[config.mk]
export PLATFORM = sky130hd
export DESIGN_NAME = rv_retire_top
export DESIGN_NICKNAME = d
export VERILOG_FILES = /design/src/hdl/rv_wb_pkg.sv /design/src/hdl/rv_load_align.sv /design/src/hdl/rv_mul_sign_fix.sv /design/src/hdl/rv_stage_mem.sv /design/src/hdl/rv_stage_wb.sv /design/src/hdl/rv_retire_top.sv
export VERILOG_INCLUDE_DIRS = /design/src /design/src/hdl
export SDC_FILE = /design/constraint.sdc
export NUM_CORES = 1
export LEC_CHECK = 0
export ABC_AREA = 1
export BUFFER_PORTS_ARGS = -buffer_cell sky130_fd_sc_hd__buf_2
export CAP_MARGIN = 5
export CORE_AREA = 2 2 211 213
export DETAILED_ROUTE_END_ITERATION = 6
export DIE_AREA = 0 0 213 215
export GPL_ROUTABILITY_DRIVEN = 1
export PLACE_DENSITY = 0.83
export SLEW_MARGIN = 30
export SYNTH_ARGS = -nofsm -noshare
export SYNTH_HDL_FRONTEND = slang
export SYNTH_SLANG_ARGS = --single-unit
[constraint.sdc]
create_clock -name clk -period 15.2 [get_ports clk]
set_input_delay 1.52 -clock clk [delete_from_list [all_inputs] [get_ports clk]]
set_output_delay 1.52 -clock clk [all_outputs]
set_load 0.01 [all_outputs]
[src/hdl/rv_wb_settings.svh]
`ifndef RV_WB_SETTINGS_SVH
`define RV_WB_SETTINGS_SVH

// Data path width. The 64-bit product handling assumes 32
`define RV_XLEN 32

// ebreak: SYSTEM opcode with funct12 = 1
`define RV_EBREAK 32'h0010_0073

`endif

[src/hdl/rv_wb_pkg.sv]
`default_nettype none

`include "rv_wb_settings.svh"

package rv_wb_pkg;

  // Write-back source select; unused codes produce zero
  typedef enum logic [2:0] {
    res_alu      = 3'd0,
    res_load     = 3'd1,
    res_pc_plus4 = 3'd2,
    res_csr      = 3'd4,
    res_m_ext    = 3'd5
  } res_src_e;

  // Load funct3 codes
  localparam logic [2:0] f3_lb  = 3'd0;
  localparam logic [2:0] f3_lh  = 3'd1;
  localparam logic [2:0] f3_lw  = 3'd2;
  localparam logic [2:0] f3_lbu = 3'd4;
  localparam logic [2:0] f3_lhu = 3'd5;

  // Multiply funct3 codes, bit 2 set selects a division
  localparam logic [2:0] f3_mul    = 3'd0;
  localparam logic [2:0] f3_mulh   = 3'd1;
  localparam logic [2:0] f3_mulhsu = 3'd2;
  localparam logic [2:0] f3_mulhu  = 3'd3;

  // Raw memory word seen as bytes or as halfwords
  typedef union packed {
    logic [3:0][7:0]  bytes;
    logic [1:0][15:0] halves;
  } data_word_u;

  typedef struct packed {
    logic [31:0]          instr;
    logic [`RV_XLEN-1:0]  pc;
    res_src_e             res_src;
    logic [4:0]           rd;
    logic                 reg_write;
    logic [`RV_XLEN-1:0]  alu_result;
    logic [`RV_XLEN-1:0]  mem_rdata;
    logic [`RV_XLEN-1:0]  csr_rdata;
    logic [`RV_XLEN-1:0]  div_result;
    logic [`RV_XLEN-1:0]  rs1_data;
    logic [`RV_XLEN-1:0]  rs2_data;
    logic [63:0]          product_64;
    logic                 trap;
    logic [1:0]           trap_code;
  } mem_in_t;

  // Same as mem_in_t with the aligned load value in place of the raw word
  typedef struct packed {
    logic [31:0]          instr;
    logic [`RV_XLEN-1:0]  pc;
    res_src_e             res_src;
    logic [4:0]           rd;
    logic                 reg_write;
    logic [`RV_XLEN-1:0]  alu_result;
    logic [`RV_XLEN-1:0]  ld_data;
    logic [`RV_XLEN-1:0]  csr_rdata;
    logic [`RV_XLEN-1:0]  div_result;
    logic [`RV_XLEN-1:0]  rs1_data;
    logic [`RV_XLEN-1:0]  rs2_data;
    logic [63:0]          product_64;
    logic                 trap;
    logic [1:0]           trap_code;
  } wb_in_t;

  typedef struct packed {
    logic                 en;
    logic [4:0]           addr;
    logic [`RV_XLEN-1:0]  data;
  } rf_write_t;

  typedef struct packed {
    logic [31:0]          instr;
    logic [`RV_XLEN-1:0]  pc;
    logic [`RV_XLEN-1:0]  rs1_data;
    logic [`RV_XLEN-1:0]  rs2_data;
    logic [`RV_XLEN-1:0]  rd_data;
    logic                 trap;
    logic [1:0]           trap_code;
    logic                 reg_write;
  } retire_t;

endpackage

`default_nettype wire

[src/hdl/rv_load_align.sv]
`timescale 1ns/100ps
`default_nettype none

module rv_load_align (
  input  rv_wb_pkg::data_word_u word,
  input  logic [1:0]            offset,
  input  logic [2:0]            funct3,
  output logic [31:0]           value
);
  import rv_wb_pkg::*;

  logic [7:0]  ld_byte;
  logic [15:0] ld_half;

  // Byte lane from the full offset, halfword lane from offset bit 1
  assign ld_byte = word.bytes[offset];
  assign ld_half = word.halves[offset[1]];

  always_comb begin
    case (funct3)
      f3_lb: begin
        value = {{24{ld_byte[7]}}, ld_byte};
      end
      f3_lh: begin
        value = {{16{ld_half[15]}}, ld_half};
      end
      f3_lbu: begin
        value = {24'd0, ld_byte};
      end
      f3_lhu: begin
        value = {16'd0, ld_half};
      end
      f3_lw: begin
        value = word.bytes;
      end
      default: begin
        // Not a load, pass the word through
        value = word.bytes;
      end
    endcase
  end

endmodule

`default_nettype wire

[src/hdl/rv_mul_sign_fix.sv]
`timescale 1ns/100ps
`default_nettype none

module rv_mul_sign_fix (
  input  logic [63:0] product_64,
  input  logic [31:0] rs1_data,
  input  logic [31:0] rs2_data,
  input  logic [2:0]  funct3,
  output logic [31:0] result
);
  import rv_wb_pkg::*;

  logic [31:0] prod_lo;
  logic [31:0] prod_hi;
  logic [31:0] fix_rs1_neg;
  logic [31:0] fix_rs2_neg;

  assign prod_lo = product_64[31:0];
  assign prod_hi = product_64[63:32];

  // Signed high half = unsigned high half minus the other operand
  // for each operand whose sign bit is set
  assign fix_rs1_neg = rs1_data[31] ? rs2_data : 32'd0;
  assign fix_rs2_neg = rs2_data[31] ? rs1_data : 32'd0;

  always_comb begin
    case (funct3)
      f3_mul: begin
        result = prod_lo;
      end
      f3_mulh: begin
        result = prod_hi - fix_rs1_neg - fix_rs2_neg;
      end
      f3_mulhsu: begin
        result = prod_hi - fix_rs1_neg;
      end
      f3_mulhu: begin
        result = prod_hi;
      end
      default: begin
        result = prod_lo;
      end
    endcase
  end

endmodule

`default_nettype wire

[src/hdl/rv_stage_mem.sv]
`timescale 1ns/100ps
`default_nettype none

module rv_stage_mem (
  input  logic               clk,
  input  logic               rst_n,
  input  rv_wb_pkg::mem_in_t s_data,
  input  logic               s_valid,
  output logic               s_ready,
  output rv_wb_pkg::wb_in_t  m_data,
  output logic               m_valid,
  input  logic               m_ready
);
  import rv_wb_pkg::*;

  logic       s_accept;
  data_word_u raw_word;
  logic [2:0] funct3;
  logic [31:0] ld_value;
  wb_in_t     next_data;

  assign s_ready  = !m_valid || m_ready;
  assign s_accept = s_valid && s_ready;

  assign raw_word = s_data.mem_rdata;
  assign funct3   = s_data.instr[14:12];

  // Load alignment on the incoming instruction
  rv_load_align i_load_align (
    .word   (raw_word),
    .offset (s_data.alu_result[1:0]),
    .funct3 (funct3),
    .value  (ld_value)
  );

  always_comb begin
    next_data.instr      = s_data.instr;
    next_data.pc         = s_data.pc;
    next_data.res_src    = s_data.res_src;
    next_data.rd         = s_data.rd;
    next_data.reg_write  = s_data.reg_write;
    next_data.alu_result = s_data.alu_result;
    next_data.ld_data    = ld_value;
    next_data.csr_rdata  = s_data.csr_rdata;
    next_data.div_result = s_data.div_result;
    next_data.rs1_data   = s_data.rs1_data;
    next_data.rs2_data   = s_data.rs2_data;
    next_data.product_64 = s_data.product_64;
    next_data.trap       = s_data.trap;
    next_data.trap_code  = s_data.trap_code;
  end

  // Occupancy: filled on accept, emptied when taken with nothing behind
  always_ff @(posedge clk) begin
    if (!rst_n) begin
      m_valid <= 1'b0;
    end else if (s_accept) begin
      m_valid <= 1'b1;
    end else if (m_ready) begin
      m_valid <= 1'b0;
    end
  end

  always_ff @(posedge clk) begin
    if (s_accept) begin
      m_data <= next_data;
    end
  end

endmodule

`default_nettype wire

[src/hdl/rv_stage_wb.sv]
`timescale 1ns/100ps
`default_nettype none

`include "rv_wb_settings.svh"

module rv_stage_wb (
  input  logic                 clk,
  input  logic                 rst_n,
  input  rv_wb_pkg::wb_in_t    s_data,
  input  logic                 s_valid,
  output logic                 s_ready,
  output rv_wb_pkg::retire_t   m_data,
  output logic                 m_valid,
  input  logic                 m_ready,
  output rv_wb_pkg::rf_write_t rf_write,
  output logic                 ebreak,
  output logic                 trap
);
  import rv_wb_pkg::*;

  logic                s_accept;
  logic [2:0]          funct3;
  logic [`RV_XLEN-1:0] mul_result;
  logic [`RV_XLEN-1:0] m_ext_result;
  logic [`RV_XLEN-1:0] pc_plus4;
  logic [`RV_XLEN-1:0] rd_data;
  logic                is_ebreak;

  assign s_ready  = !m_valid || m_ready;
  assign s_accept = s_valid && s_ready;

  assign funct3 = s_data.instr[14:12];

  // Signed correction of the unsigned product
  rv_mul_sign_fix i_mul_sign_fix (
    .product_64 (s_data.product_64),
    .rs1_data   (s_data.rs1_data),
    .rs2_data   (s_data.rs2_data),
    .funct3     (funct3),
    .result     (mul_result)
  );

  // Divisions finish upstream, multiplies finish here
  assign m_ext_result = funct3[2] ? s_data.div_result : mul_result;
  assign pc_plus4     = s_data.pc + `RV_XLEN'(4);

  // Result mux
  always_comb begin
    case (s_data.res_src)
      res_alu:      rd_data = s_data.alu_result;
      res_load:     rd_data = s_data.ld_data;
      res_pc_plus4: rd_data = pc_plus4;
      res_csr:      rd_data = s_data.csr_rdata;
      res_m_ext:    rd_data = m_ext_result;
      default:      rd_data = '0;
    endcase
  end

  // Register file write in the accepting cycle, suppressed for traps
  assign rf_write.en   = s_accept && s_data.reg_write && !s_data.trap;
  assign rf_write.addr = s_data.rd;
  assign rf_write.data = rd_data;

  assign is_ebreak = (s_data.instr == `RV_EBREAK);

  always_ff @(posedge clk) begin
    if (!rst_n) begin
      m_valid <= 1'b0;
      m_data  <= '0;
      ebreak  <= 1'b0;
      trap    <= 1'b0;
    end else begin
      if (s_accept) begin
        m_valid            <= 1'b1;
        m_data.instr       <= s_data.instr;
        m_data.pc          <= s_data.pc;
        m_data.rs1_data    <= s_data.rs1_data;
        m_data.rs2_data    <= s_data.rs2_data;
        m_data.rd_data     <= rd_data;
        m_data.trap        <= s_data.trap;
        m_data.trap_code   <= s_data.trap_code;
        m_data.reg_write   <= s_data.reg_write;
        // Halt flags stay set until reset
        ebreak             <= ebreak || is_ebreak;
        trap               <= trap || s_data.trap;
      end else if (m_ready) begin
        m_valid <= 1'b0;
      end
    end
  end

endmodule

`default_nettype wire

[src/hdl/rv_retire_top.sv]
`timescale 1ns/100ps
`default_nettype none

module rv_retire_top (
  input  logic                 clk,
  input  logic                 rst_n,
  input  rv_wb_pkg::mem_in_t   in_data,
  input  logic                 in_valid,
  output logic                 in_ready,
  output rv_wb_pkg::retire_t   ret_data,
  output logic                 ret_valid,
  input  logic                 ret_ready,
  output rv_wb_pkg::rf_write_t rf_write,
  output logic                 ebreak,
  output logic                 trap
);
  import rv_wb_pkg::*;

  // MEM to WB link
  wb_in_t mem_data;
  logic   mem_valid;
  logic   mem_ready;

  rv_stage_mem i_stage_mem (
    .clk     (clk),
    .rst_n   (rst_n),
    .s_data  (in_data),
    .s_valid (in_valid),
    .s_ready (in_ready),
    .m_data  (mem_data),
    .m_valid (mem_valid),
    .m_ready (mem_ready)
  );

  rv_stage_wb i_stage_wb (
    .clk      (clk),
    .rst_n    (rst_n),
    .s_data   (mem_data),
    .s_valid  (mem_valid),
    .s_ready  (mem_ready),
    .m_data   (ret_data),
    .m_valid  (ret_valid),
    .m_ready  (ret_ready),
    .rf_write (rf_write),
    .ebreak   (ebreak),
    .trap     (trap)
  );

endmodule

`default_nettype wire

==> results of run 1 <==
## area by class of cell
| type | instances | area share (%) |
|---|---|---|
| Antenna cell | 5 | 0.0437 |
| Clock buffer | 73 | 4.74 |
| Clock inverter | 19 | 0.633 |
| Inverter | 270 | 3.59 |
| Multi-Input combinational cell | 1844 | 31.9 |
| Sequential cell | 500 | 46.6 |
| Tap cell | 592 | 2.59 |
| Timing Repair Buffer | 558 | 9.96 |
## state kept, by name, summed over array words and instances (netlist names)
signal	count
i_stage_wb.trap	1
i_stage_wb.m_valid	1
i_stage_mem.m_data	332
i_stage_wb.ebreak	1
i_stage_wb.m_data	164
i_stage_mem.m_valid	1
## cells in the final DEF, fill, tap and decap left out, types with 6 or more instances in the layout
cell type / count
sky130_fd_sc_hd__nand2_1: 569
sky130_fd_sc_hd__buf_2: 540
sky130_fd_sc_hd__nor2_1: 444
sky130_fd_sc_hd__edfxtp_1: 332
sky130_fd_sc_hd__inv_1: 254
sky130_fd_sc_hd__o21ai_0: 217
sky130_fd_sc_hd__dfxtp_1: 168
sky130_fd_sc_hd__a21oi_1: 140
sky130_fd_sc_hd__nand3_1: 115
sky130_fd_sc_hd__ha_1: 64
sky130_fd_sc_hd__nand4_1: 57
sky130_fd_sc_hd__clkbuf_16: 49
sky130_fd_sc_hd__nor3_1: 23
sky130_fd_sc_hd__o21ai_1: 22
sky130_fd_sc_hd__clkbuf_1: 20
sky130_fd_sc_hd__xor2_1: 16
sky130_fd_sc_hd__a211oi_1: 16
sky130_fd_sc_hd__nand2_2: 15
sky130_fd_sc_hd__buf_4: 15
sky130_fd_sc_hd__and2_1: 12
sky130_fd_sc_hd__inv_2: 11
sky130_fd_sc_hd__o21bai_1: 11
sky130_fd_sc_hd__a21o_1: 10
sky130_fd_sc_hd__nand3b_1: 9
sky130_fd_sc_hd__o32ai_1: 8
sky130_fd_sc_hd__clkinv_1: 8
sky130_fd_sc_hd__nor4_1: 7
sky130_fd_sc_hd__nor2_2: 6
sky130_fd_sc_hd__nor3_2: 6
sky130_fd_sc_hd__clkinv_2: 6
sky130_fd_sc_hd__a221oi_1: 6
## tightest hold or removal path: cells and delay by family (launching register included)
kind | cells | cell delay, ps
flops | 1 | 320
buf+inv | 1 | 60
compound gates | 1 | 50
## report_power, final
group | internal (µW) | leakage, µW | switching, µW | total [µW]
Clock | 642 | 0.000737 | 533 | 1180
Sequential | 1550 | 0.00463 | 49.9 | 1600
Combinational | 222 | 0.00758 | 471 | 693
## cells by family (layout without fill, tap and decap cells)
| family | after synthesis | count (layout) | share of synthesized area (%) |
|---|---|---|---|
| compound gates | 466 | 466 | 10.8 |
| xor+xnor | 19 | 19 | 0.758 |
| fa+ha+maj | 66 | 66 | 3.51 |
| buf+inv | 376 | 920 | 6.22 |
| flops | 500 | 500 | 55.7 |
| other cells | 0 | 5 | 0 |
| simple gates | 1293 | 1293 | 23.0 |
## metal layers
metal,vias to the layer above,track usage (%)
li1,10100,-
met1,10300,47.6
met3,256,5.55
met4,2,21.3
met5,-,0
met2,1310,65.6
## path summary, 6_finish.rpt
| check | cells after the start | end | slack (ps) | startpoint |
|---|---|---|---|---|
| setup / recovery | 24 | rf_write[27] | 7850 | i_stage_mem.m_data[130] |
| hold / removal | 2 | i_stage_wb.trap | 470 | i_stage_wb.trap |
| setup reg to reg | 25 | i_stage_wb.m_data[31] | 9900 | i_stage_mem.m_data[130] |
| hold reg to reg | 2 | i_stage_wb.trap | 470 | i_stage_wb.trap |
## stage by stage
stage / util, % / area, µm²
after floorplan: - / 23900
after global placement: 62.0 / 27100
after detailed placement: 62.1 / 27100
after CTS: 65.6 / 28600
after global routing: 65.6 / 28600
final: 65.6 / 28600
==> flow_summary.rst, run 1 <==
.. list-table::
   :header-rows: 1

   * - Metric
     - Value
   * - Outcome
     - complete, but fails checks
   * - Violated checks
     - design-rule violations
   * - Portion of the clock cycle consumed by the worst path in the final layout
     - 48.4%
   * - Clock Tree Root
     - sky130_fd_sc_hd__clkbuf_16
   * - Final std cells w/o fill
     - 3861
   * - Final total negative setup slack
     - 0 ps
   * - Iteration count of the initial detailed-routing pass
     - 7
   * - Setup violation total in the final timing report
     - 0
   * - Clock net sink count
     - 500
   * - Hold slack final
     - 472 ps
   * - Worst setup slack after layout
     - 7850 ps
   * - Wire length of the first global-routing pass
     - 130000 µm
   * - Overall die height
     - 215 µm
   * - Die outline area
     - 45800 µm²
   * - Clock transition time at the flip-flop clock pins of the worst setup and hold paths
     - 60 ps
   * - Total routing usage reported by global routing
     - 38.8%
   * - Top cell family by delay on the critical path
     - simple AND/OR/NAND/NOR gates
   * - Hold-fix buffers at CTS
     - 0
   * - Max-slew violation count
     - 0
   * - Row count
     - 77
   * - Synth cell count leaders
     - sky130_fd_sc_hd__nand2_1, sky130_fd_sc_hd__nor2_1, sky130_fd_sc_hd__edfxtp_1, sky130_fd_sc_hd__inv_1, sky130_fd_sc_hd__o21ai_0
   * - Final clock skew
     - 21.7 ps
   * - Setup Crit Path Kind
     - register to output port
   * - Placement Setup Slack
     - 8620 ps
   * - Count of mapped cells out of synthesis
     - 2720
   * - Post-synthesis cell type count
     - 64
   * - Post-synth ARST share
     - 0%
   * - Maximum number of pins on one net before global-route repair
     - 109
   * - Buffers plus inverters on the worst setup path
     - 4
   * - Time the worst path needs with I/O delays and setup
     - 7350 ps
   * - Number of post-CTS setup repair buffers
     - 0
   * - Area of the core
     - 43600 µm²
   * - Number of nets in the synthesized netlist
     - 3122
   * - Maximum number of buffers from clock root to sink
     - 3
   * - Number of buffers inserted by port buffering
     - 541
   * - Max rail drop VDD
     - 0.0798 mV
   * - Count of cells resized by post-cts repair
     - 0
   * - Pleak
     - 0.0130 µW
   * - Total number of H-tree levels
     - 2
   * - Starting Density
     - 54.8%
   * - Worst setup SP type
     - register
   * - Vias in the first global route
     - 21100
   * - Cell Area, Synth
     - 23900 µm²
   * - Number of warnings printed during yosys synthesis
     - 0
   * - Final wirelength
     - 89500 µm
   * - # DRC
     - 2
   * - DR top layer
     - met5
   * - Critical path fanouts, max
     - 18
   * - Final estimated routing congestion in global placement
     - 0.998
   * - Category of the worst setup path capture point
     - output port
   * - Average wire length per cell after detail routing
     - 23.2 µm
   * - Number of inserted filler cells in the final layout
     - 3541
   * - Iteration-0 DRC count of the detailed router
     - 2743
   * - Multi-input combinational cell area
     - 9140 µm²
   * - Antenna violations before repair
     - 6
   * - Least-Margin Pin Slew
     - 949 ps
   * - Top post-synthesis cells by area
     - sky130_fd_sc_hd__edfxtp_1, sky130_fd_sc_hd__dfxtp_1, sky130_fd_sc_hd__nand2_1
   * - Final ANT Viol Nets
     - 0
   * - Average instance area after synthesis
     - 8.80 µm²
   * - Worst skew pair latency
     - 620 ps
   * - CP Cell Sequence
     - buf_8, nand2_1, ha_1, a21oi_1, a21boi_1, nand2_1, a21boi_0, nand3b_1, and2_1, ha_1, nand2_1, nor2_1, inv_1, nor2_1, inv_1, nor3_1, nand2_1, nand2_1, nand2_1, nand3_1, nand4_1, o21ai_1, nand2_1, buf_2
   * - Endpoint required time on the critical path
     - 13680 ps
   * - Met1 Wirelength
     - 32600 µm
   * - Number of vias in the routed layout
     - 22000
   * - Flop and latch count out of synthesis
     - 500
   * - Maximum frequency from static timing analysis
     - 0.136 GHz
   * - Number of maximum-capacitance constraint violations
     - 0
   * - Register area
     - 13300 µm²
   * - Number of top-level pins
     - 542
   * - Relative slew slack
     - 36.8%
   * - Area share of the largest cell type after synthesis
     - 41.7%
   * - Total half-perimeter wirelength after legalization and detailed placement
     - 69300 µm
   * - Total gr overflow
     - 0
   * - Final total power
     - 3460 µW
   * - Placed Instances
     - 3764
   * - Critical path's largest stage delay
     - 730 ps
   * - Seq/Total Area, Yosys
     - 55.7%
   * - Nets
     - 3625
   * - Width of the chip
     - 213 µm
   * - Unrepaired setup endpoints after global routing
     - no
   * - Crit path DAT
     - 5830 ps
   * - Number of enable-type register cells in the synthesized netlist
     - 332
   * - Most common cell type on the critical path
     - sky130_fd_sc_hd__nand2_1
   * - CTS buffer count
     - 49
   * - Post-synth top area cell
     - sky130_fd_sc_hd__edfxtp_1
   * - Most instantiated flip-flop cell in the synthesis netlist
     - sky130_fd_sc_hd__edfxtp_1
   * - Total power divided by cell area
     - 121 nW/µm²
   * - Syn-to-layout area delta
     - 19.7%
   * - Detail Route met2 WL
     - 43400 µm
   * - Met3 wirelength from detailed routing
     - 7830 µm
   * - TritonCTS clock tree
     - done
   * - Number of endpoints with negative hold slack in the final report
     - 0
   * - Share of layout cells above drive strength 1
     - 21.3%
   * - Post-detailed-route via-to-cell ratio
     - 5.70
   * - Most common cell in the netlist
     - sky130_fd_sc_hd__nand2_1
   * - Cell at the slowest stage of the critical path
     - sky130_fd_sc_hd__edfxtp_1
   * - Tightest Hold Check Type
     - register to register
Power figures use the tool's default switching activity.
==> inputs of run 2 (changes only) <==
--- a/config.mk
+++ b/config.mk
@@ -9,9 +9,10 @@
 export ABC_AREA = 1
 export BUFFER_PORTS_ARGS = -buffer_cell sky130_fd_sc_hd__buf_2
 export CAP_MARGIN = 5
-export CORE_AREA = 2 2 211 213
+export CORE_ASPECT_RATIO = 1.4
+export CORE_MARGIN = 2
+export CORE_UTILIZATION = 55
 export DETAILED_ROUTE_END_ITERATION = 6
-export DIE_AREA = 0 0 213 215
 export GPL_ROUTABILITY_DRIVEN = 1
 export PLACE_DENSITY = 0.83
 export SLEW_MARGIN = 30
==> constraint.sdc (replaced) <==
create_clock -name clk -period 7.35 [get_ports clk]
set_input_delay 0.735 -clock clk [delete_from_list [all_inputs] [get_ports clk]]
set_output_delay 0.735 -clock clk [all_outputs]
set_load 0.01 [all_outputs]
==> run 2 against run 1 <==
Effect of this change:
- the run now ends clean
- non-clock buffer count rose by 2
- register-to-register slack got worse by 8000 ps
- power rose by 110%
- clock power rose by 100%
- combinational power rose by 110%
- worst hold slack got worse by 170 ps
- via count rose by 1.4%
- first-iteration DRC count fell by 18%
- sequential share of layout area rose by 0.069 points
- utilization rose by 0.86 points
- sequential power rose by 110%
- highest routed layer unchanged
==> flow_summary.rst, run 2 (synthesized netlist as in run 1, its figures left out) <==
.. list-table::
   :header-rows: 1

   * - Metric
     - Value
   * - Setup violation total in the final timing report
     - 0
   * - # DRC
     - 0
   * - Relative slew slack
     - 33.4%
   * - Category of the worst setup path capture point
     - output port
   * - Time the worst path needs with I/O delays and setup
     - 6710 ps
   * - Total half-perimeter wirelength after legalization and detailed placement
     - 70200 µm
   * - Endpoint required time on the critical path
     - 6610 ps
   * - Maximum number of buffers from clock root to sink
     - 3
   * - Clock transition time at the flip-flop clock pins of the worst setup and hold paths
     - 70 ps
   * - Worst skew pair latency
     - 600 ps
   * - Clock Tree Root
     - sky130_fd_sc_hd__clkbuf_16
   * - Row count
     - 90
   * - Hold Crit Depth
     - 1
   * - Total routing usage reported by global routing
     - 39.2%
   * - Clock net sink count
     - 500
   * - Post-detailed-route via-to-cell ratio
     - 5.83
   * - Die outline area
     - 45200 µm²
   * - Starting Density
     - 55.6%
   * - Most frequent cells in the layout
     - sky130_fd_sc_hd__nand2_1, sky130_fd_sc_hd__buf_2, sky130_fd_sc_hd__nor2_1
   * - Critical path fanouts, max
     - 21
   * - Number of post-CTS setup repair buffers
     - 0
   * - Cell area after layout
     - 28600 µm²
   * - Portion of the clock cycle consumed by the worst path in the final layout
     - 91.3%
   * - Maximum frequency from static timing analysis
     - 0.149 GHz
   * - Slack of the worst reg-to-reg path
     - 1860 ps
   * - Number of top-level pins
     - 542
   * - Unrepaired setup endpoints after global routing
     - no
   * - Nets
     - 3623
   * - Max reg flops
     - 332
   * - Outcome
     - finished, final reports clean
   * - Width of the chip
     - 180 µm
   * - Pleak
     - 0.0130 µW
   * - CTS buffer count
     - 45
   * - Most common cell after layout, fill and taps aside
     - sky130_fd_sc_hd__nand2_1
   * - Count of cells resized by post-cts repair
     - 0
   * - Hold-fix buffers at CTS
     - 0
   * - Maximum number of pins on one net before global-route repair
     - 154
   * - Worst setup SP type
     - register
   * - Cell Area, Placed
     - 27100 µm²
   * - Internal power of the cells
     - 4960 µW
   * - Least-Margin Pin Slew
     - 993 ps
   * - Total power divided by cell area
     - 250 nW/µm²
   * - Crit path DAT
     - 5980 ps
   * - Sw Pwr
     - 2180 µW
   * - Beginning of the critical path
     - i_stage_mem.m_data[130]
   * - Iteration-0 DRC count of the detailed router
     - 2260
   * - Multi-input combinational cell area
     - 9130 µm²
   * - Largest reg by FF count
     - i_stage_mem.m_data
   * - Cell at the slowest stage of the critical path
     - sky130_fd_sc_hd__a21boi_0
   * - Area of the core
     - 43000 µm²
   * - Max-slew violation count
     - 0
   * - Share of layout cells above drive strength 1
     - 21.4%
   * - Final ANT Viol Nets
     - 0
   * - Total gr overflow
     - 0
   * - Max rail drop VDD
     - 0.238 mV
   * - Tightest Hold Check Type
     - primary input to register
   * - Most common cell type on the critical path
     - sky130_fd_sc_hd__nand2_1
   * - Antenna violations before repair
     - 22
   * - Number of inserted filler cells in the final layout
     - 3460
   * - Clk network pwr share
     - 33.5%
   * - Number of endpoints with negative hold slack in the final report
     - 0
   * - Wire length of the first global-routing pass
     - 132000 µm
   * - Syn-to-layout area delta
     - 19.5%
   * - TritonCTS clock tree
     - done
   * - Final total negative setup slack
     - 0 ps
   * - Register area
     - 13300 µm²
   * - Number of buffers inserted by port buffering
     - 541
   * - Setup Crit Path Kind
     - register to output port
   * - Sequential share of power
     - 46.2%
   * - Number of vias in the routed layout
     - 22300
   * - Average wire length per cell after detail routing
     - 23.9 µm
   * - Reg2Reg Depth
     - 25
   * - Largest registers ranked by flip-flop count
     - i_stage_mem.m_data: 332 flops, i_stage_wb.m_data: 164 flops
   * - Final clock skew
     - 27.2 ps
   * - Total number of H-tree levels
     - 2
   * - Final estimated routing congestion in global placement
     - 1.07
   * - Vias in the first global route
     - 22000
   * - Share of total power in combinational logic
     - 20.3%
   * - CP Cell Sequence
     - buf_4, nand2_1, ha_1, a21oi_1, o21ai_0, a21oi_1, a21boi_0, nand3b_1, and2_1, ha_1, nand2_1, nor2_1, inv_1, nor2_1, inv_1, nor3_1, nand2_1, nand2_1, nand2_1, nand3_1, nand4_1, o21ai_1, nand2_1, buf_2
   * - Switching fraction of total power
     - 30.5%
   * - Overall die height
     - 251 µm
   * - Iteration count of the initial detailed-routing pass
     - 6
   * - Start of the worst register-to-register path
     - i_stage_mem.m_data[130]
   * - Final wirelength
     - 91400 µm
   * - Number of maximum-capacitance constraint violations
     - 0
   * - Critical path's largest stage delay
     - 630 ps
   * - Reg2reg end
     - i_stage_wb.m_data[31]
   * - CP endpoint
     - rf_write[27]
==> run 2: cell count changes in the layout (fill, tap and decap cells not counted), sizes merged <==
| cell | previous run | this run |
|---|---|---|
| buf | 558 | 560 |
| diode | 5 | 21 |
| clkbuf | 73 | 64 |
| bufinv | 1 | 2 |
| clkinv | 17 | 18 |
| inv | 269 | 268 |
==> run 2: layout make-up <==
class	count	share of cell area, %
Sequential cell	500	46.6
Multi-Input combinational cell	1844	31.9
Timing Repair Buffer	560	10.1
Clock buffer	64	4.47
Inverter	270	3.58
Tap cell	552	2.42
Clock inverter	20	0.726
Antenna cell	21	0.184
==> run 2: through the flow <==
| step | worst slack (ps) | cells | util, % | power, µW | hold WS (ps) |
|---|---|---|---|---|---|
| 2_1_floorplan | 904 | 2720 | - | 4190 | 469 |
| 3_3_place_gp | 1380 | 3724 | 62.8 | 4750 | 436 |
| 3_5_place_dp | 1370 | 3726 | 62.9 | 4760 | 453 |
| 4_1_cts | 717 | 3810 | 66.3 | 7100 | 284 |
| 5_1_grt | 316 | 3825 | 66.4 | 7370 | 291 |
| 6_report | 637 | 3831 | 66.5 | 7140 | 301 |
==> run 2: worst min path at each step <==
stage | slack (ps) | end | from
3_3_place_gp | 440 | i_stage_wb.trap | i_stage_wb.trap
5_1_grt | 290 | i_stage_mem.m_data[159] | in_data[159]
3_5_place_dp | 450 | i_stage_wb.m_data[0] | i_stage_wb.m_data[0]
6_report | 300 | i_stage_mem.m_data[324] | in_data[324]
4_1_cts | 280 | i_stage_mem.m_data[324] | in_data[324]
2_1_floorplan | 470 | i_stage_wb.m_data[100] | i_stage_mem.m_data[268]
==> run 2: power by group through the flow <==
stage	Combinational, µW	Sequential (µW)	Clock, µW
3_3_place_gp	1390	3350	0
6_report	1450	3300	2390
4_1_cts	1420	3300	2380
2_1_floorplan	823	3360	0
5_1_grt	1580	3310	2480
3_5_place_dp	1410	3350	0
==> run 2: worst max-delay path, delay by kind of cell (launching register included) <==
kind,cells,cell delay (ps)
adders and majority gates,2,810
and+or+nand+nor,13,1800
DFF,1,560
buffers and inverters,4,680
AOI/OAI and AO/OA,5,1510
==> run 2: layer usage <==
metal / track usage [%] / routed length (µm) / vias up
met4: 26.1 / 6900 / 8
met2: 69.0 / 45900 / 1359
met1: 43.5 / 31300 / 10500
met5: 0 / 56 / -
met3: 6.68 / 7260 / 275
li1: - / - / 10100
